===== src/include/smc_cfg.svh =====
`ifndef SMC_CFG_SVH
`define SMC_CFG_SVH

// Bank map
`define SMC_NUM_BANKS      4      // External chip selects
`define SMC_BANK_LSB       28     // Wishbone address bits picking the bank
`define SMC_BANK_MSB       29

// External access timing
`define SMC_ACCESS_CYCLES  2      // Chip select low cycles per access

// Data width of each bank in bits
`define SMC_BANK0_WIDTH    8
`define SMC_BANK1_WIDTH    16
`define SMC_BANK2_WIDTH    32
`define SMC_BANK3_WIDTH    32

`endif


===== src/rtl/smc_bus_pkg.sv =====
`default_nettype none

package smc_bus_pkg;

   // Size of one Wishbone transfer
   typedef enum logic [1:0]
   {
      XSIZ_8  = 2'b00,
      XSIZ_16 = 2'b01,
      XSIZ_32 = 2'b10
   } smc_xfer_size_e;

   // Data width of an external bank
   typedef enum logic [1:0]
   {
      BSIZ_8  = 2'b00,
      BSIZ_16 = 2'b01,
      BSIZ_32 = 2'b10
   } smc_bus_size_e;

   // Map a width in bits onto the bank size code
   function automatic smc_bus_size_e width_to_bus_size(input int unsigned width);
      case (width)
         8:       return BSIZ_8;
         16:      return BSIZ_16;
         default: return BSIZ_32;         // Anything else runs full width
      endcase
   endfunction

endpackage

`default_nettype wire


===== src/rtl/smc_ctrl_pkg.sv =====
`default_nettype none

package smc_ctrl_pkg;

   // --------------------------------------------------
   // Bank engine sequencing
   // --------------------------------------------------
   // One access is SETUP, then RW with chip select low,
   // then GAP unless it was the last one

   typedef enum logic [1:0]
   {
      IDLE  = 2'b00,    // Waiting for start
      SETUP = 2'b01,    // Address out, chip select high
      RW    = 2'b10,    // Chip select and strobes low
      GAP   = 2'b11     // Recovery between accesses
   } smc_state_e;

endpackage

`default_nettype wire


===== src/rtl/smc_access_if.sv =====
`timescale 1ns/1ps
`default_nettype none
`include "smc_cfg.svh"

// Request from the Wishbone front end to all banks
interface smc_req_if
   import smc_bus_pkg::*;
();
   logic [`SMC_NUM_BANKS-1:0] start;      // One hot pulse per request
   logic [31:0]               addr;       // Byte address with low bits from sel
   smc_xfer_size_e            xfer_size;
   logic                      we;
   logic [31:0]               wdata;

   modport front (output start, output addr, output xfer_size, output we, output wdata);
   modport bank  (input start, input addr, input xfer_size, input we, input wdata);
endinterface

// External pins of one bank plus its completion
interface smc_emi_if;
   logic        n_cs;
   logic [31:0] addr;      // Zero while idle
   logic [3:0]  n_be;      // Active low lane enables
   logic        n_we;
   logic [31:0] wdata;     // Zero while idle
   logic        done;      // Last RW cycle of the transfer
   logic [31:0] rdata;     // Assembled Wishbone word

   modport bank  (output n_cs, output addr, output n_be, output n_we,
                  output wdata, output done, output rdata);
   modport merge (input n_cs, input addr, input n_be, input n_we,
                  input wdata, input done, input rdata);
endinterface

`default_nettype wire


===== src/rtl/smc_bank_engine.sv =====
`timescale 1ns/1ps
`default_nettype none
`include "smc_cfg.svh"

module smc_bank_engine
   import smc_bus_pkg::*, smc_ctrl_pkg::*;
#(
   parameter smc_bus_size_e BUS_SIZE = BSIZ_32,   // Width of this bank
   parameter int            BANK     = 0          // Start bit to follow
)
(
   input  logic        sys_clk11,
   input  logic        n_sys_reset11,
   smc_req_if.bank     req,
   smc_emi_if.bank     emi,
   input  logic [31:0] smc_data_in     // Shared read lanes
);

   localparam int CYC_W = (`SMC_ACCESS_CYCLES > 1) ? $clog2(`SMC_ACCESS_CYCLES) : 1;
   localparam logic [CYC_W-1:0] CYC_LAST = CYC_W'(`SMC_ACCESS_CYCLES - 1);

   smc_state_e       state;
   logic [1:0]       acc_left;      // Accesses still to go after this one
   logic [CYC_W-1:0] cyc_cnt;       // Position inside RW
   logic [1:0]       addr_lo;       // Low address bits of the request
   logic [1:0]       cur_lo;        // Low address bits of this access
   logic             last_cyc;
   logic [3:0]       be_pat;
   logic [31:0]      wr_lanes;
   logic [31:0]      rd_hold;       // Bytes of earlier accesses
   logic [31:0]      rd_next;

   // Index of the last access for a transfer on this bank
   function automatic logic [1:0] last_access(input smc_xfer_size_e xs);
      logic [1:0] n;
      n = 2'd0;
      if (xs == XSIZ_32 && BUS_SIZE == BSIZ_8)
         n = 2'd3;
      else if (xs == XSIZ_32 && BUS_SIZE == BSIZ_16)
         n = 2'd1;
      else if (xs == XSIZ_16 && BUS_SIZE == BSIZ_8)
         n = 2'd1;
      return n;
   endfunction

   assign last_cyc = (cyc_cnt == CYC_LAST);

   // --------------------------------------------------
   // Access sequencer
   // --------------------------------------------------
   always_ff @(posedge sys_clk11 or negedge n_sys_reset11)
   begin
      if (!n_sys_reset11)
      begin
         state    <= IDLE;
         acc_left <= 2'd0;
         cyc_cnt  <= '0;
         addr_lo  <= 2'd0;
      end
      else
      begin
         case (state)
            IDLE:
            begin
               if (req.start[BANK])
               begin
                  state    <= SETUP;
                  acc_left <= last_access(req.xfer_size);
                  addr_lo  <= req.addr[1:0];
               end
            end
            SETUP:
            begin
               state   <= RW;
               cyc_cnt <= '0;
            end
            RW:
            begin
               if (!last_cyc)
                  cyc_cnt <= cyc_cnt + 1'b1;
               else if (acc_left == 2'd0)
                  state <= IDLE;               // Last access skips GAP
               else
               begin
                  state    <= GAP;
                  acc_left <= acc_left - 2'd1;
               end
            end
            GAP:
            begin
               state <= SETUP;
            end
            default:
            begin
               state <= IDLE;
            end
         endcase
      end
   end

   // --------------------------------------------------
   // Address order is little endian from the top byte down
   // --------------------------------------------------
   always_comb
   begin
      case ({req.xfer_size, BUS_SIZE})
         {XSIZ_32, BSIZ_8}:  cur_lo = acc_left;                  // 3 2 1 0
         {XSIZ_32, BSIZ_16}: cur_lo = {acc_left[0], 1'b0};       // 2 0
         {XSIZ_32, BSIZ_32}: cur_lo = 2'b00;
         {XSIZ_16, BSIZ_8}:  cur_lo = {addr_lo[1], acc_left[0]}; // Odd byte first
         {XSIZ_16, BSIZ_16}: cur_lo = {addr_lo[1], 1'b0};
         {XSIZ_16, BSIZ_32}: cur_lo = {addr_lo[1], 1'b0};
         default:            cur_lo = addr_lo;                   // Byte transfers
      endcase
   end

   // Byte enable table
   always_comb
   begin
      case ({req.xfer_size, BUS_SIZE})
         {XSIZ_8, BSIZ_8}:   be_pat = 4'b1110;
         {XSIZ_8, BSIZ_16}:  be_pat = cur_lo[0] ? 4'b1101 : 4'b1110;
         {XSIZ_8, BSIZ_32}:  be_pat = ~(4'b0001 << cur_lo);      // Lane equals offset
         {XSIZ_16, BSIZ_8}:  be_pat = 4'b1110;
         {XSIZ_16, BSIZ_16}: be_pat = 4'b1100;
         {XSIZ_16, BSIZ_32}: be_pat = cur_lo[1] ? 4'b0011 : 4'b1100;
         {XSIZ_32, BSIZ_8}:  be_pat = 4'b1110;
         {XSIZ_32, BSIZ_16}: be_pat = 4'b1100;
         {XSIZ_32, BSIZ_32}: be_pat = 4'b0000;
         default:            be_pat = 4'b1111;                   // Bad decode
      endcase
   end

   // --------------------------------------------------
   // Data lanes
   // --------------------------------------------------
   always_comb
   begin
      wr_lanes = '0;
      case (BUS_SIZE)
         BSIZ_8:  wr_lanes[7:0]  = req.wdata[{cur_lo, 3'b000} +: 8];
         BSIZ_16: wr_lanes[15:0] = req.wdata[{cur_lo[1], 4'b0000} +: 16];
         default: wr_lanes       = req.wdata;
      endcase
   end

   // Current lanes laid over the bytes already collected
   always_comb
   begin
      rd_next = rd_hold;
      case (BUS_SIZE)
         BSIZ_8:  rd_next[{cur_lo, 3'b000} +: 8]     = smc_data_in[7:0];
         BSIZ_16: rd_next[{cur_lo[1], 4'b0000} +: 16] = smc_data_in[15:0];
         default: rd_next                             = smc_data_in;
      endcase
   end

   always_ff @(posedge sys_clk11)
   begin
      if (state == RW && last_cyc)
         rd_hold <= rd_next;             // Sample at the end of each access
   end

   // External pins of this bank
   assign emi.n_cs  = (state != RW);
   assign emi.n_we  = !(state == RW && req.we);
   assign emi.n_be  = (state == RW) ? be_pat : 4'b1111;
   assign emi.addr  = (state == IDLE) ? 32'h0 : {req.addr[31:2], cur_lo};
   assign emi.wdata = (state != IDLE && req.we) ? wr_lanes : 32'h0;
   assign emi.done  = (state == RW) && last_cyc && (acc_left == 2'd0);
   assign emi.rdata = rd_next;

endmodule

`default_nettype wire


===== src/rtl/smc_emi_merge.sv =====
`timescale 1ns/1ps
`default_nettype none
`include "smc_cfg.svh"

module smc_emi_merge
(
   input  logic        sys_clk11,
   input  logic        n_sys_reset11,
   smc_emi_if.merge    emi [`SMC_NUM_BANKS],
   output logic [31:0] smc_addr,
   output logic [`SMC_NUM_BANKS-1:0] smc_n_cs,
   output logic [3:0]  smc_n_be,
   output logic        smc_n_we,
   output logic [31:0] smc_data_out,
   output logic [31:0] wb_dat_r,
   output logic        wb_ack,
   output logic        ack_out       // Frees the front end
);

   localparam int NB = `SMC_NUM_BANKS;

   logic [31:0]   addr_arr  [NB];
   logic [3:0]    n_be_arr  [NB];
   logic [31:0]   wdata_arr [NB];
   logic [31:0]   rdata_arr [NB];
   logic [NB-1:0] n_we_vec;
   logic [NB-1:0] done_vec;
   logic [31:0]   rdata_sel;      // Word of the finishing bank

   // Pull the interface array apart
   for (genvar i = 0; i < NB; i++)
   begin : g_tap
      assign smc_n_cs[i]  = emi[i].n_cs;
      assign addr_arr[i]  = emi[i].addr;
      assign n_be_arr[i]  = emi[i].n_be;
      assign n_we_vec[i]  = emi[i].n_we;
      assign wdata_arr[i] = emi[i].wdata;
      assign done_vec[i]  = emi[i].done;
      assign rdata_arr[i] = emi[i].rdata;
   end

   // --------------------------------------------------
   // Shared bus with idle banks kept neutral
   // --------------------------------------------------
   always_comb
   begin
      smc_addr     = '0;
      smc_n_be     = '1;
      smc_data_out = '0;
      rdata_sel    = '0;
      for (int i = 0; i < NB; i++)
      begin
         smc_addr     = smc_addr | addr_arr[i];
         smc_n_be     = smc_n_be & n_be_arr[i];        // Low wins
         smc_data_out = smc_data_out | wdata_arr[i];
         if (done_vec[i])
            rdata_sel = rdata_sel | rdata_arr[i];
      end
   end

   assign smc_n_we = &n_we_vec;

   // Wishbone return path
   always_ff @(posedge sys_clk11 or negedge n_sys_reset11)
   begin
      if (!n_sys_reset11)
         wb_ack <= 1'b0;
      else
         wb_ack <= |done_vec;             // One cycle after the last RW
   end

   always_ff @(posedge sys_clk11)
   begin
      if (|done_vec)
         wb_dat_r <= rdata_sel;
   end

   assign ack_out = wb_ack;

endmodule

`default_nettype wire


===== src/rtl/smc_lite_top.sv =====
`timescale 1ns/1ps
`default_nettype none
`include "smc_cfg.svh"

module smc_lite_top
   import smc_bus_pkg::*;
(
   input  logic        sys_clk11,
   input  logic        n_sys_reset11,
   // Wishbone slave
   input  logic        wb_cyc,
   input  logic        wb_stb,
   input  logic        wb_we,
   input  logic [31:0] wb_adr,
   input  logic [3:0]  wb_sel,
   input  logic [31:0] wb_dat_w,
   output logic [31:0] wb_dat_r,
   output logic        wb_ack,
   // External memory bus
   output logic [31:0] smc_addr,
   output logic [3:0]  smc_n_cs,
   output logic [3:0]  smc_n_be,
   output logic        smc_n_we,
   output logic [31:0] smc_data_out,
   input  logic [31:0] smc_data_in
);

   localparam int unsigned BANK_WIDTH [`SMC_NUM_BANKS] =
      '{`SMC_BANK0_WIDTH, `SMC_BANK1_WIDTH, `SMC_BANK2_WIDTH, `SMC_BANK3_WIDTH};

   logic ack;                            // Merger back to front end

   smc_req_if req ();
   smc_emi_if emi [`SMC_NUM_BANKS] ();

   smc_wb_front u_front
   (
      .sys_clk11     (sys_clk11),
      .n_sys_reset11 (n_sys_reset11),
      .wb_cyc        (wb_cyc),
      .wb_stb        (wb_stb),
      .wb_we         (wb_we),
      .wb_adr        (wb_adr),
      .wb_sel        (wb_sel),
      .wb_dat_w      (wb_dat_w),
      .ack_in        (ack),
      .req           (req)
   );

   for (genvar i = 0; i < `SMC_NUM_BANKS; i++)
   begin : g_bank
      smc_bank_engine
      #(
         .BUS_SIZE (width_to_bus_size(BANK_WIDTH[i])),
         .BANK     (i)
      )
      u_bank
      (
         .sys_clk11     (sys_clk11),
         .n_sys_reset11 (n_sys_reset11),
         .req           (req),
         .emi           (emi[i]),
         .smc_data_in   (smc_data_in)
      );
   end

   smc_emi_merge u_merge
   (
      .sys_clk11     (sys_clk11),
      .n_sys_reset11 (n_sys_reset11),
      .emi           (emi),
      .smc_addr      (smc_addr),
      .smc_n_cs      (smc_n_cs),
      .smc_n_be      (smc_n_be),
      .smc_n_we      (smc_n_we),
      .smc_data_out  (smc_data_out),
      .wb_dat_r      (wb_dat_r),
      .wb_ack        (wb_ack),
      .ack_out       (ack)
   );

endmodule

`default_nettype wire


===== src/rtl/smc_wb_front.sv =====
`timescale 1ns/1ps
`default_nettype none
`include "smc_cfg.svh"

module smc_wb_front
   import smc_bus_pkg::*;
(
   input  logic        sys_clk11,
   input  logic        n_sys_reset11,
   input  logic        wb_cyc,
   input  logic        wb_stb,
   input  logic        wb_we,
   input  logic [31:0] wb_adr,
   input  logic [3:0]  wb_sel,
   input  logic [31:0] wb_dat_w,
   input  logic        ack_in,        // Registered ack from the merger
   smc_req_if.front    req
);

   logic                                       busy;      // Request in flight
   logic                                       accept;
   logic [`SMC_BANK_MSB-`SMC_BANK_LSB:0]       bank_sel;
   smc_xfer_size_e                             sel_size;
   logic [1:0]                                 sel_lo;    // Byte offset from sel

   assign accept   = wb_cyc && wb_stb && !busy;
   assign bank_sel = wb_adr[`SMC_BANK_MSB:`SMC_BANK_LSB];

   // --------------------------------------------------
   // Transfer size and offset from the byte selects
   // --------------------------------------------------
   always_comb
   begin
      sel_size = XSIZ_32;                 // Odd patterns fall back to a word
      sel_lo   = 2'b00;
      case (wb_sel)
         4'b0001:
         begin
            sel_size = XSIZ_8;
         end
         4'b0010:
         begin
            sel_size = XSIZ_8;
            sel_lo   = 2'b01;
         end
         4'b0100:
         begin
            sel_size = XSIZ_8;
            sel_lo   = 2'b10;
         end
         4'b1000:
         begin
            sel_size = XSIZ_8;
            sel_lo   = 2'b11;
         end
         4'b0011:
         begin
            sel_size = XSIZ_16;           // Lower half word
         end
         4'b1100:
         begin
            sel_size = XSIZ_16;           // Upper half word
            sel_lo   = 2'b10;
         end
         default:
         begin
            sel_size = XSIZ_32;
            sel_lo   = 2'b00;
         end
      endcase
   end

   // --------------------------------------------------
   // Handshake and start pulse
   // --------------------------------------------------
   always_ff @(posedge sys_clk11 or negedge n_sys_reset11)
   begin
      if (!n_sys_reset11)
      begin
         busy      <= 1'b0;
         req.start <= '0;
      end
      else
      begin
         req.start <= '0;                 // Held for one cycle only
         if (accept)
         begin
            busy                <= 1'b1;
            req.start[bank_sel] <= 1'b1;
         end
         else if (ack_in)
            busy <= 1'b0;                 // Free again after the ack cycle
      end
   end

   // Request fields held stable until the bank is done
   always_ff @(posedge sys_clk11)
   begin
      if (accept)
      begin
         req.addr      <= {wb_adr[31:2], sel_lo};
         req.xfer_size <= sel_size;
         req.we        <= wb_we;
         req.wdata     <= wb_dat_w;
      end
   end

endmodule

`default_nettype wire

===== config.mk =====
export PLATFORM = sky130hd
export DESIGN_NAME = smc_lite_top
export DESIGN_NICKNAME = d
export VERILOG_FILES = /design/src/rtl/smc_bus_pkg.sv /design/src/rtl/smc_ctrl_pkg.sv /design/src/rtl/smc_access_if.sv /design/src/rtl/smc_bank_engine.sv /design/src/rtl/smc_emi_merge.sv /design/src/rtl/smc_lite_top.sv /design/src/rtl/smc_wb_front.sv
export VERILOG_INCLUDE_DIRS = /design/src /design/src/include
export SDC_FILE = /design/constraint.sdc
export NUM_CORES = 1
export LEC_CHECK = 0
export ABC_AREA = 0
export ABC_CLOCK_PERIOD_IN_PS = 3700
export BUFFER_PORTS_ARGS = -buffer_cell sky130_fd_sc_hd__buf_2
export CORE_ASPECT_RATIO = 0.75
export CORE_UTILIZATION = 46
export DETAILED_ROUTE_END_ITERATION = 8
export MAX_ROUTING_LAYER = met4
export PLACE_DENSITY = 0.68
export SETUP_SLACK_MARGIN = 0.05
export SLEW_MARGIN = 20
export SYNTH_ARGS = -nofsm -noshare
export SYNTH_HDL_FRONTEND = slang
export SYNTH_SLANG_ARGS = --single-unit

===== constraint.sdc =====
create_clock -name sys_clk11 -period 3.7 [get_ports sys_clk11]
set_clock_uncertainty 0.15 [all_clocks]
set_input_delay 0.74 -clock sys_clk11 [delete_from_list [all_inputs] [get_ports sys_clk11]]
set_output_delay 0.74 -clock sys_clk11 [all_outputs]
set_load 0.005 [all_outputs]

==> results of run 1 <==
per-layer routing:
| layer | GRT usage | up-vias | part of all wire |
|---|---|---|---|
| li1 | - | 3135 | - |
| met1 | 0.314 | 3296 | 0.45 |
| met2 | 0.346 | 292 | 0.45 |
| met3 | 0.0551 | 28 | 0.079 |
| met4 | 0.0660 | 0 | 0.017 |
| met5 | - | - | 0 |
worst max path at each step:
stage	start	to	slack [ns]
after detailed placement	u_front.req.xfer_size[0]$_DFFE_PP_	smc_data_out[1]	0.27
after global routing	u_front.req.xfer_size[1]$_DFFE_PP_	smc_data_out[5]	0.04
after CTS	u_front.req.xfer_size[0]$_DFFE_PP_	smc_data_out[2]	0.1
final	u_front.req.xfer_size[1]$_DFFE_PP_	smc_data_out[6]	0.13
after floorplan	u_front.req.xfer_size[0]$_DFFE_PP_	smc_data_out[0]	0.74
after global placement	u_front.req.xfer_size[0]$_DFFE_PP_	smc_data_out[2]	0.32
area by class of cell:
class / instances / area [um2]
tap: 253 / 317
timing repair buffer: 231 / 1270
antenna: 1 / 2.50
inverter: 49 / 184
sequential: 197 / 5750
clock buffer: 17 / 425
fill: 1607 / 8210
multi-input combinational: 446 / 3230
clock inverter: 15 / 164
cell usage after synthesis (all sizes together), types with 3 or more instances:
library cell | instances | area share
nand4 | 9 | 0.0061
ha | 23 | 0.031
a21oi | 23 | 0.012
a22o | 17 | 0.016
a31o | 3 | 0.0028
and2 | 57 | 0.038
dfrtp | 34 | 0.092
a21o | 21 | 0.017
nor2 | 21 | 0.0085
nor3 | 10 | 0.0059
and3 | 3 | 0.0020
or2 | 3 | 0.0020
o22ai | 14 | 0.0094
a22oi | 11 | 0.0089
a222oi | 9 | 0.0097
nand2 | 50 | 0.020
inv | 49 | 0.020
nand3 | 13 | 0.0070
edfxtp | 163 | 0.53
a21boi | 9 | 0.0073
mux2 | 44 | 0.053
o21ai | 41 | 0.022
mux2i | 8 | 0.0086
buf | 19 | 0.011
clkbuf | 22 | 0.0089
nor2b | 14 | 0.0094
nand2b | 9 | 0.0063
a221o | 16 | 0.017
nor3b | 4 | 0.0038
timing repair:
item                                    CTS  global route
pin swaps                                 0             1
endpoints found under the setup margin    9             9
gates resized for setup                   9             4
endpoints found under the hold margin     0             0
setup buffers                             0             4
gates cloned                              1             0
sequential cells by signal (all words and copies together), names as in the netlist:
| name | count |
|---|---|
| g_bank.u_bank.rd_hold | 64 |
| u_front.req.addr | 32 |
| u_front.req.wdata | 32 |
| u_merge.wb_dat_r | 32 |
| g_bank.u_bank.acc_left | 8 |
| g_bank.u_bank.addr_lo | 8 |
| g_bank.u_bank.state | 8 |
| g_bank.u_bank.cyc_cnt | 4 |
| u_front.req.start | 4 |
| u_front.req.xfer_size | 2 |
| u_front.busy | 1 |
| u_front.req.we | 1 |
| u_merge.ack_out | 1 |
cells by family (layout without fill, tap and decap cells):
family / Yosys count / in the layout / synth area share
AO/OA/AOI/OAI: 175 / 175 / 0.136
XOR/XNOR: 1 / 1 / 0.000943
adder cells (fa/ha/maj): 23 / 23 / 0.0310
buffers and inverters: 90 / 312 / 0.0399
flip-flops: 197 / 197 / 0.619
multiplexers: 52 / 52 / 0.0620
other: 0 / 1 / 0
AND/OR/NAND/NOR: 195 / 195 / 0.111
through the flow:
stage,utilization,cells,cell area [um2]
final,0.580,1209,11300
after global routing,0.580,1209,11300
after CTS,0.577,1204,11300
after detailed placement,0.543,1171,10600
after global placement,0.543,1171,10600
after floorplan,-,733,9290
cell usage in the layout (no fill, tap or decap), types with 3 or more instances in the layout:
cell type	count
sky130_fd_sc_hd__inv_8	5
sky130_fd_sc_hd__nand2_1	49
sky130_fd_sc_hd__clkinv_4	3
sky130_fd_sc_hd__nand4_1	9
sky130_fd_sc_hd__clkbuf_16	17
sky130_fd_sc_hd__a21boi_0	9
sky130_fd_sc_hd__mux2_2	43
sky130_fd_sc_hd__a21oi_1	23
sky130_fd_sc_hd__and2_1	57
sky130_fd_sc_hd__nor2b_1	14
sky130_fd_sc_hd__ha_1	20
sky130_fd_sc_hd__nand2b_1	8
sky130_fd_sc_hd__nor2_1	20
sky130_fd_sc_hd__a21o_1	21
sky130_fd_sc_hd__o22ai_1	14
sky130_fd_sc_hd__o21ai_1	16
sky130_fd_sc_hd__nand3_1	13
sky130_fd_sc_hd__a222oi_1	9
sky130_fd_sc_hd__edfxtp_1	163
sky130_fd_sc_hd__inv_1	47
sky130_fd_sc_hd__o21ai_0	25
sky130_fd_sc_hd__mux2i_1	7
sky130_fd_sc_hd__buf_2	208
sky130_fd_sc_hd__a22o_1	17
sky130_fd_sc_hd__buf_4	19
sky130_fd_sc_hd__and3_1	3
sky130_fd_sc_hd__nor3b_1	3
sky130_fd_sc_hd__dfrtp_1	34
sky130_fd_sc_hd__a22oi_1	11
sky130_fd_sc_hd__nor3_1	9
sky130_fd_sc_hd__a221o_1	16
power by group:
group	switching (uW)	leakage [uW]	internal [uW]	total, uW
combinational	51.7	0.00266	49.9	102
clock	895	0.000290	963	1860
sequential	0	0.00193	2390	2390
==> impl_metrics.toml, run 1 <==
[die]
vert_die_dim_um = 125
die_x_um = 166
core.rowCount = 44
dieArea_um2 = 20800
starting_density = 0.475
core_region_area_um2 = 19500
i_o_pin_cnt = 211

[setup_path]
timing.setup.critical_path_class = "flip-flop to primary output"
worst_r2r_startpoint = "u_front.req.xfer_size[1]$_DFFE_PP_"
crit_cells = 8
largest_stage_delay_on_the_critical_path_ns = 0.43
critPathTopFamily = "compound AO/OA/AOI/OAI gates"
worst_r2r_path_depth = 11
crit_required_ns = 2.81
crit_buf_inv = 2
critical-path-slowest-cell = "sky130_fd_sc_hd__edfxtp_1"
worst_setup_path_start_kind = "flip-flop"
path_max_fanout = 8
arrival_ns = 2.68
reg_to_reg_critical_path_endpoint = "u_merge.wb_dat_r[14]$_DFFE_PP_"
setup.worst_path.end_class = "primary output"
reg2reg_setup_slack_ns = 0.64
cp_cell_sequence = "inv_1, ha_4, nand2b_2, a32oi_4, a31o_1, a31o_2, a221o_1, buf_2"

[logic_synthesis]
synth-edff-count = 163
ys_dominant_reg_cell = "sky130_fd_sc_hd__edfxtp_1"
post_synth_inst_count = 733
ys_warn_count = 0
cell_area_after_synthesis_um2 = 9290
net_count_synth = 861
synth.yosys.seq_area_share = 0.619
number_of_synthesized_register_bits = 197
synth.avg_cell_area_um2 = 12.7
asyncSetResetFlopFracSynth = 0.173
synth.lib_cells_used.distinct = 51

[drt]
routedWlPerCell_um = 18.9
dr.pass1.iters = 7
route.detailed.vias_per_inst = 5.58
drcViolationCount = 6
finalWirelength_um = 22900
num_vias = 6751
number_of_nets_still_failing_antenna_checks_after_routing = 0
dr.first_iter.drc_count = 615

[placement]
place_congestion = 0.877
port-buffer-count = 208
place_hpwl_um = 15900
dp_worst_setup_slack_ns = 0.265

[timing]
fin_crit_sh = 0.965
grt_setup_unrepaired = "true"
final_period_minus_worst_setup_slack_ns = 3.57
setup_ws_ns = 0.131
setup_violations = 0
final_hold_viol_count = 0
hold_slack_ns = 0.244
worst-slew-pin-transition_ns = 0.812
slew_headroom = 0.459
timing.fmax_mhz = 280
totalNegativeSetupSlack_ns = 0
timing_max_transition_violations_final = 0

[clock_tree]
cts-buffers-inserted = 17
tritoncts_clock_tree = "yes"
cts_hold_buf = 0
root_buffer = "sky130_fd_sc_hd__clkbuf_16"
h-tree-depth = 4
clk_latency_ns = 0.44
clk_transition_reported_paths_ns = 0.08
cts_max_path_buffers = 2
cts_sinks = 197

[power]
static-leakage-power_uw = 0.00489
max-vdd-ir-drop_v = 0.000266
power_uw = 4340
power-per-cell-area_nw_per_um2 = 383

[hold_path]
hp-class = "primary input to asynchronous set/reset pin"

[global_route]
wire_length_of_the_first_global_routing_pass_um = 35900
grt_pass1_vias = 6517
grt_max_degree = 36
grt_use_total = 0.231
grt_antenna_before_repair = 1
grt_overflow_total = 0

[layout]
syn2layout_area_growth_pct = 22.1
final_layout_size_suffix_gt1_frac = 0.338
nets = 1070

[run_status]
violations = "design-rule violations"
outcome = "finished with violations"

[job]
max-cap-violations = 0
(Power assumes the default switching activity.)
==> inputs of run 2 (changes only) <==
--- a/config.mk
+++ b/config.mk
@@ -7,13 +7,13 @@
 export NUM_CORES = 1
 export LEC_CHECK = 0
 export ABC_AREA = 0
-export ABC_CLOCK_PERIOD_IN_PS = 3700
+export ABC_CLOCK_PERIOD_IN_PS = 2900
 export BUFFER_PORTS_ARGS = -buffer_cell sky130_fd_sc_hd__buf_2
 export CORE_ASPECT_RATIO = 0.75
 export CORE_UTILIZATION = 46
 export DETAILED_ROUTE_END_ITERATION = 8
 export MAX_ROUTING_LAYER = met4
-export PLACE_DENSITY = 0.68
+export PLACE_DENSITY = 0.7
 export SETUP_SLACK_MARGIN = 0.05
 export SLEW_MARGIN = 20
 export SYNTH_ARGS = -nofsm -noshare
==> constraint.sdc (replaced) <==
create_clock -name sys_clk11 -period 2.9 [get_ports sys_clk11]
set_clock_uncertainty 0.15 [all_clocks]
set_input_delay 0.58 -clock sys_clk11 [delete_from_list [all_inputs] [get_ports sys_clk11]]
set_output_delay 0.58 -clock sys_clk11 [all_outputs]
set_load 0.005 [all_outputs]
==> run 2 against run 1 <==
  * The run ends with design-rule violations, negative setup slack left
  * Combinational power grew 27%
  * Non-clock buffer count is 34 higher
  * Register-to-register slack got worse by 0.76 ns
  * Sequential share of layout area is 2.1 points lower
  * Utilization up 2.5 points
  * Cell area up 4.4%
  * Global-route usage increased by 0.19 points
  * First-iteration DRC count grew 22%
  * Largest cell class unchanged
==> impl_metrics.toml, run 2 (synthesis gave the netlist of run 1 again) <==
[run_status]
outcome = "finished with violations"
violations = "design-rule violations, negative setup slack"

[setup_path]
setup.worst_path.start = "u_front.req.xfer_size[0]$_DFFE_PP_"
worst_r2r_startpoint = "u_front.req.xfer_size[0]$_DFFE_PP_"
reg2reg_setup_slack_ns = -0.12
worst_setup_path_start_kind = "flip-flop"
timing.setup.critical_path_class = "flip-flop to primary output"
crit_end = "smc_data_out[3]"
crit_required_ns = 2.17
worst_r2r_path_depth = 14
arrival_ns = 2.51
reg_to_reg_critical_path_endpoint = "u_merge.wb_dat_r[24]$_DFFE_PP_"
path_max_fanout = 5
setup.worst_path.end_class = "primary output"

[global_route]
met3_usage = 0.0513
grt_met1_usage = 0.313
grt_antenna_before_repair = 1
grt_max_degree = 37
gr-max-usage-layer = "met2"
grt_use_total = 0.233
grt_pass1_vias = 6634
grt_overflow_total = 0
wire_length_of_the_first_global_routing_pass_um = 36100
groute.layer.met2.usage = 0.354

[clock_tree]
clk_latency_ns = 0.43
cts_max_path_buffers = 2
tritoncts_clock_tree = "yes"
clk_transition_reported_paths_ns = 0.08
root_buffer = "sky130_fd_sc_hd__clkbuf_16"
cts-buffers-inserted = 17
cts_sinks = 197
h-tree-depth = 4

[hold_path]
hp-class = "primary input to asynchronous set/reset pin"

[die]
dieArea_um2 = 20800
die_x_um = 166
core.rowCount = 44
starting_density = 0.475
vert_die_dim_um = 125
core_region_area_um2 = 19500
i_o_pin_cnt = 211

[drt]
drcViolationCount = 5
route.detailed.vias_per_inst = 5.58
finalWirelength_um = 23600
number_of_nets_still_failing_antenna_checks_after_routing = 0
dr.pass1.iters = 9
dr.first_iter.drc_count = 752
num_vias = 6937
routedWlPerCell_um = 19.0

[placement]
numPlacedInstances = 1193
dp_worst_setup_slack_ns = -0.0622
port-buffer-count = 208
place_congestion = 0.893
place_hpwl_um = 16300

[layout]
largest_register_ff_count = 64
biggest_register = "g_bank.u_bank.rd_hold"
leading_cell_type_in_the_layout_fill_and_taps_excluded = "sky130_fd_sc_hd__buf_2"
syn2layout_area_growth_pct = 27.4
finish.cell_count_without_fillers = 1243
filler_cell_count = 1519
nets = 1104
final_layout_size_suffix_gt1_frac = 0.370
highest_count_cells_in_the_layout_ignoring_fill_and_taps = "sky130_fd_sc_hd__buf_2, sky130_fd_sc_hd__edfxtp_1, sky130_fd_sc_hd__and2_1, sky130_fd_sc_hd__nand2_1, sky130_fd_sc_hd__inv_1"

[timing]
totalNegativeSetupSlack_ns = -3.99
worst-slew-pin-transition_ns = 0.795
final_hold_viol_count = 0
setup_ws_ns = -0.343
fin_crit_sh = 1.12
slew_headroom = 0.470
grt_setup_unrepaired = "true"
final_period_minus_worst_setup_slack_ns = 3.24
hold_slack_ns = 0.0760
timing.fmax_mhz = 308
timing_max_transition_violations_final = 0
setup_violations = 29

[power]
max-vdd-ir-drop_v = 0.000320
power-per-cell-area_nw_per_um2 = 480
static-leakage-power_uw = 0.00515

[job]
max-cap-violations = 0
[run 2: routing by layer]
| layer | wire (um) | up-vias | share of wire |
|---|---|---|---|
| met1 | 10500 | 3364 | 0.44 |
| met2 | 11000 | 324 | 0.47 |
| met3 | 1690 | 39 | 0.072 |
| li1 | - | 3210 | - |
| met5 | 0 | - | 0 |
| met4 | 400 | 0 | 0.017 |
[run 2: worst max-delay path, cell delays in order (launching register included)]
cell	delay (ns)
sky130_fd_sc_hd__edfxtp_1	0.41
sky130_fd_sc_hd__buf_4	0.17
sky130_fd_sc_hd__ha_4	0.16
sky130_fd_sc_hd__nand2b_4	0.17
sky130_fd_sc_hd__a32oi_4	0.29
sky130_fd_sc_hd__buf_6	0.19
sky130_fd_sc_hd__mux2i_1	0.21
sky130_fd_sc_hd__nor2_1	0.09
sky130_fd_sc_hd__a221o_1	0.25
sky130_fd_sc_hd__buf_2	0.13
[run 2: metrics by stage]
| stage | utilization | power, uW | cell area, um2 |
|---|---|---|---|
| final | 0.605 | 5670 | 11800 |
| after global routing | 0.605 | 5830 | 11800 |
| after CTS | 0.594 | 5700 | 11600 |
| after detailed placement | 0.554 | 3240 | 10800 |
| after global placement | 0.554 | 3230 | 10800 |
| after floorplan | - | 3140 | 9310 |
[run 2: area by class of cell]
class	instances	area, um2	share of cell area
sequential	197	5750	0.486
clock buffer	17	425	0.0360
antenna	1	2.50	0.000212
tap	253	317	0.0268
multi-input combinational	446	3340	0.282
clock inverter	15	206	0.0174
timing repair buffer	265	1610	0.136
inverter	49	184	0.0155
[run 2: where the power goes]
group	internal (uW)	switching [uW]
registers	3040	0
clock network	1330	1170
logic	64.3	65.7
total	4440	1240
[run 2: worst min-delay path by stage]
stage / startpoint / to / slack [ns] / depth (start not counted)
5_1_grt: n_sys_reset11 / u_front.req.start[3]$_DFF_PN0_ / 0.13 / 1
6_report: n_sys_reset11 / u_front.req.start[3]$_DFF_PN0_ / 0.08 / 1
3_3_place_gp: g_bank[0].u_bank.addr_lo[0]$_DFFE_PN0P_ / g_bank[0].u_bank.addr_lo[0]$_DFFE_PN0P_ / 0.33 / 1
2_1_floorplan: n_sys_reset11 / g_bank[0].u_bank.acc_left[0]$_DFFE_PN0P_ / 0.13 / 0
3_5_place_dp: g_bank[0].u_bank.addr_lo[0]$_DFFE_PN0P_ / g_bank[0].u_bank.addr_lo[0]$_DFFE_PN0P_ / 0.34 / 1
4_1_cts: n_sys_reset11 / u_front.busy$_DFFE_PN0P_ / 0.1 / 1
[run 2: what timing repair did]
item,in CTS,in global routing
hold endpoints to repair,0,0
endpoints found under the setup margin,47,70
hold buffers,0,0
pin swaps,7,22
buffers inserted,6,11
gates cloned,1,1
resized for setup,26,27
==> inputs of run 3 (changes only) <==
--- a/config.mk
+++ b/config.mk
@@ -6,10 +6,9 @@
 export SDC_FILE = /design/constraint.sdc
 export NUM_CORES = 1
 export LEC_CHECK = 0
-export ABC_AREA = 0
+export ABC_AREA = 1
 export ABC_CLOCK_PERIOD_IN_PS = 2900
 export BUFFER_PORTS_ARGS = -buffer_cell sky130_fd_sc_hd__buf_2
-export CORE_ASPECT_RATIO = 0.75
 export CORE_UTILIZATION = 46
 export DETAILED_ROUTE_END_ITERATION = 8
 export MAX_ROUTING_LAYER = met4
==> run 3 against run 2 <==
  * The flow now finishes without violations
  * Fmax rose by 12%
  * Clock power fell by 4%
  * Global-route usage rose by 0.77 points
  * Via count rose by 21%
  * Critical endpoint is now smc_data_out[4]
  * Largest power group unchanged
  * Highest routed layer unchanged
==> impl_metrics.toml, run 3 <==
[die]
starting_density = 0.469
core_region_area_um2 = 21800
vert_die_dim_um = 151
i_o_pin_cnt = 211
core.rowCount = 54
die_x_um = 151
dieArea_um2 = 22800

[drt]
finalWirelength_um = 26300
num_vias = 8397
number_of_nets_still_failing_antenna_checks_after_routing = 0
route.detailed.vias_per_inst = 5.07
routedWlPerCell_um = 15.9
dr.first_iter.drc_count = 641
dr.pass1.iters = 5
drcViolationCount = 0

[hold_path]
hp-class = "primary input to asynchronous set/reset pin"

[setup_path]
arrival_ns = 2.17
worst_r2r_startpoint = "u_front.req.xfer_size[1]$_DFFE_PP_"
worst_r2r_path_depth = 14
reg2reg_setup_slack_ns = 0.18
crit_required_ns = 2.17
setup.worst_path.end_class = "primary output"
worst_setup_path_start_kind = "flip-flop"
reg_to_reg_critical_path_endpoint = "u_merge.wb_dat_r[10]$_DFFE_PP_"
path_max_fanout = 7
timing.setup.critical_path_class = "flip-flop to primary output"

[timing]
final_hold_viol_count = 0
slew_headroom = 0.463
worst-slew-pin-transition_ns = 0.805
setup_violations = 0
timing.fmax_mhz = 345
setup_ws_ns = 0.00138
final_period_minus_worst_setup_slack_ns = 2.90
timing_max_transition_violations_final = 0
fin_crit_sh = 1.00
grt_setup_unrepaired = "true"

[layout]
final_layout_size_suffix_gt1_frac = 0.257
filler_cell_count = 1919
antennaDiodeCount = 0
nets = 1490
syn2layout_area_growth_pct = 23.4
biggest_register = "g_bank.u_bank.rd_hold"
largest_register_ff_count = 64
leading_cell_type_in_the_layout_fill_and_taps_excluded = "sky130_fd_sc_hd__nand2_1"
highest_count_cells_in_the_layout_ignoring_fill_and_taps = "sky130_fd_sc_hd__nand2_1, sky130_fd_sc_hd__buf_2, sky130_fd_sc_hd__inv_1, sky130_fd_sc_hd__edfxtp_1, sky130_fd_sc_hd__nand3_1"

[clock_tree]
root_buffer = "sky130_fd_sc_hd__clkbuf_16"
cts_sinks = 197
cts-buffers-inserted = 17
cts_max_path_buffers = 2
tritoncts_clock_tree = "yes"
cts_hold_buf = 0
clk_transition_reported_paths_ns = 0.08
h-tree-depth = 4
clk_latency_ns = 0.43

[global_route]
grt_use_total = 0.241
grt_antenna_before_repair = 0
wire_length_of_the_first_global_routing_pass_um = 40700
grt_pass1_vias = 8076
grt_overflow_total = 0
grt_max_degree = 68

[logic_synthesis]
post-synth-top-area-fraction = 0.480
ys_warn_count = 0
ys_dominant_reg_cell = "sky130_fd_sc_hd__edfxtp_1"
synth.lib_cells_used.distinct = 40
synth.largest_area_cell = "sky130_fd_sc_hd__edfxtp_1"
asyncSetResetFlopFracSynth = 0.173
synth_mux_area_frac = 0
yosys-top-cells-area = "sky130_fd_sc_hd__edfxtp_1, sky130_fd_sc_hd__nand2_1, sky130_fd_sc_hd__dfrtp_1"
synth.most_common_cell = "sky130_fd_sc_hd__nand2_1"
post_synth_fa_ha_maj_area_fraction = 0.0282
dominant_combinational_cell_family_by_area_after_synthesis = "simple AND/OR/NAND/NOR gates"
number_of_synthesized_register_bits = 197
cell_area_after_synthesis_um2 = 10200
synth_compound_gate_area_share = 0.0554
net_count_synth = 1262
yosys.area_share.simple = 0.258
synth.yosys.seq_area_share = 0.563
post_synth_inst_count = 1134
synth.cells.most_frequent = "sky130_fd_sc_hd__nand2_1, sky130_fd_sc_hd__inv_1, sky130_fd_sc_hd__edfxtp_1"
synth-edff-count = 163
synth.avg_cell_area_um2 = 9.00
synth-xor-area-share = 0.00172

[job]
max-cap-violations = 0

[placement]
port-buffer-count = 208
place_hpwl_um = 18200
place_congestion = 0.887
dp_worst_setup_slack_ns = 0.118

[power]
power_uw = 5570
max-vdd-ir-drop_v = 0.000388
power-per-cell-area_nw_per_um2 = 442
static-leakage-power_uw = 0.00576

[run_status]
outcome = "completed"
## run 3: how the worst max path moves through the flow
stage	from	cells past startpoint	to	slack (ns)
after floorplan	u_front.req.xfer_size[0]$_DFFE_PP_	16	u_merge.wb_dat_r[16]$_DFFE_PP_	0.23
after global placement	u_front.req.xfer_size[0]$_DFFE_PP_	12	u_merge.wb_dat_r[15]$_DFFE_PP_	0.16
after detailed placement	u_front.req.xfer_size[1]$_DFFE_PP_	12	u_merge.wb_dat_r[10]$_DFFE_PP_	0.12
after CTS	u_front.req.xfer_size[1]$_DFFE_PP_	11	smc_data_out[6]	-0.006
after global routing	u_front.req.xfer_size[1]$_DFFE_PP_	10	smc_data_out[0]	-0.11
final	u_front.req.xfer_size[1]$_DFFE_PP_	10	smc_data_out[4]	0.001
## run 3: layout make-up
cell class | count | area (um2) | area share
tap | 280 | 350 | 0.0278
timing repair buffer | 249 | 1480 | 0.117
clock inverter | 15 | 185 | 0.0147
multi-input combinational | 708 | 3700 | 0.294
sequential | 197 | 5750 | 0.456
inverter | 189 | 714 | 0.0567
clock buffer | 17 | 425 | 0.0338
## run 3: kinds of logic (layout without fill, tap and decap cells)
group	Yosys count	in the layout
xor+xnor	2	2
flops	197	197
simple gates	587	587
compound gates	96	96
buf+inv	229	470
fa+ha+maj	23	23
## run 3: worst max-delay path: stages, from the launching register on
cell and delay [ns]:
sky130_fd_sc_hd__edfxtp_1 0.42, sky130_fd_sc_hd__inv_2 0.09, sky130_fd_sc_hd__ha_4 0.35, sky130_fd_sc_hd__nand3_4 0.11, sky130_fd_sc_hd__a21oi_4 0.26, sky130_fd_sc_hd__buf_6 0.17
sky130_fd_sc_hd__nand3_1 0.06, sky130_fd_sc_hd__nand2_1 0.07, sky130_fd_sc_hd__inv_1 0.03, sky130_fd_sc_hd__nand2_1 0.05, sky130_fd_sc_hd__buf_2 0.11
## run 3: metal layers
metal,share of wire,global-route usage
met5,0,-
met2,0.50,0.408
met3,0.070,0.0470
met4,0.011,0.0640
met1,0.42,0.294
## run 3: where the power goes
part | leakage (uW) | total, uW | switching (uW) | internal (uW)
sequential | 0.00184 | 3040 | 0 | 3040
combinational | 0.00363 | 133 | 67.7 | 65.2
clock | 0.000291 | 2390 | 1220 | 1180
## run 3: what timing repair did
action,4_1_cts,5_1_grt
buffers inserted,5,3
pin swaps,8,8
gates resized for setup,44,28
endpoints found under the hold margin,0,0
gates cloned,1,2
endpoints found under the setup margin,30,56
## run 3: metrics by stage
step                setup TNS [ns]  instance area, um2  cells  utilization  hold WS [ns]
floorplan                        0               10200   1134            -         0.134
global placement                 0               11600   1612        0.534         0.304
detailed placement               0               11600   1612        0.534         0.314
CTS                        -0.0250               12500   1650        0.572        0.0890
global route                 -1.13               12600   1655        0.579         0.132
finish                           0               12600   1655        0.579        0.0752
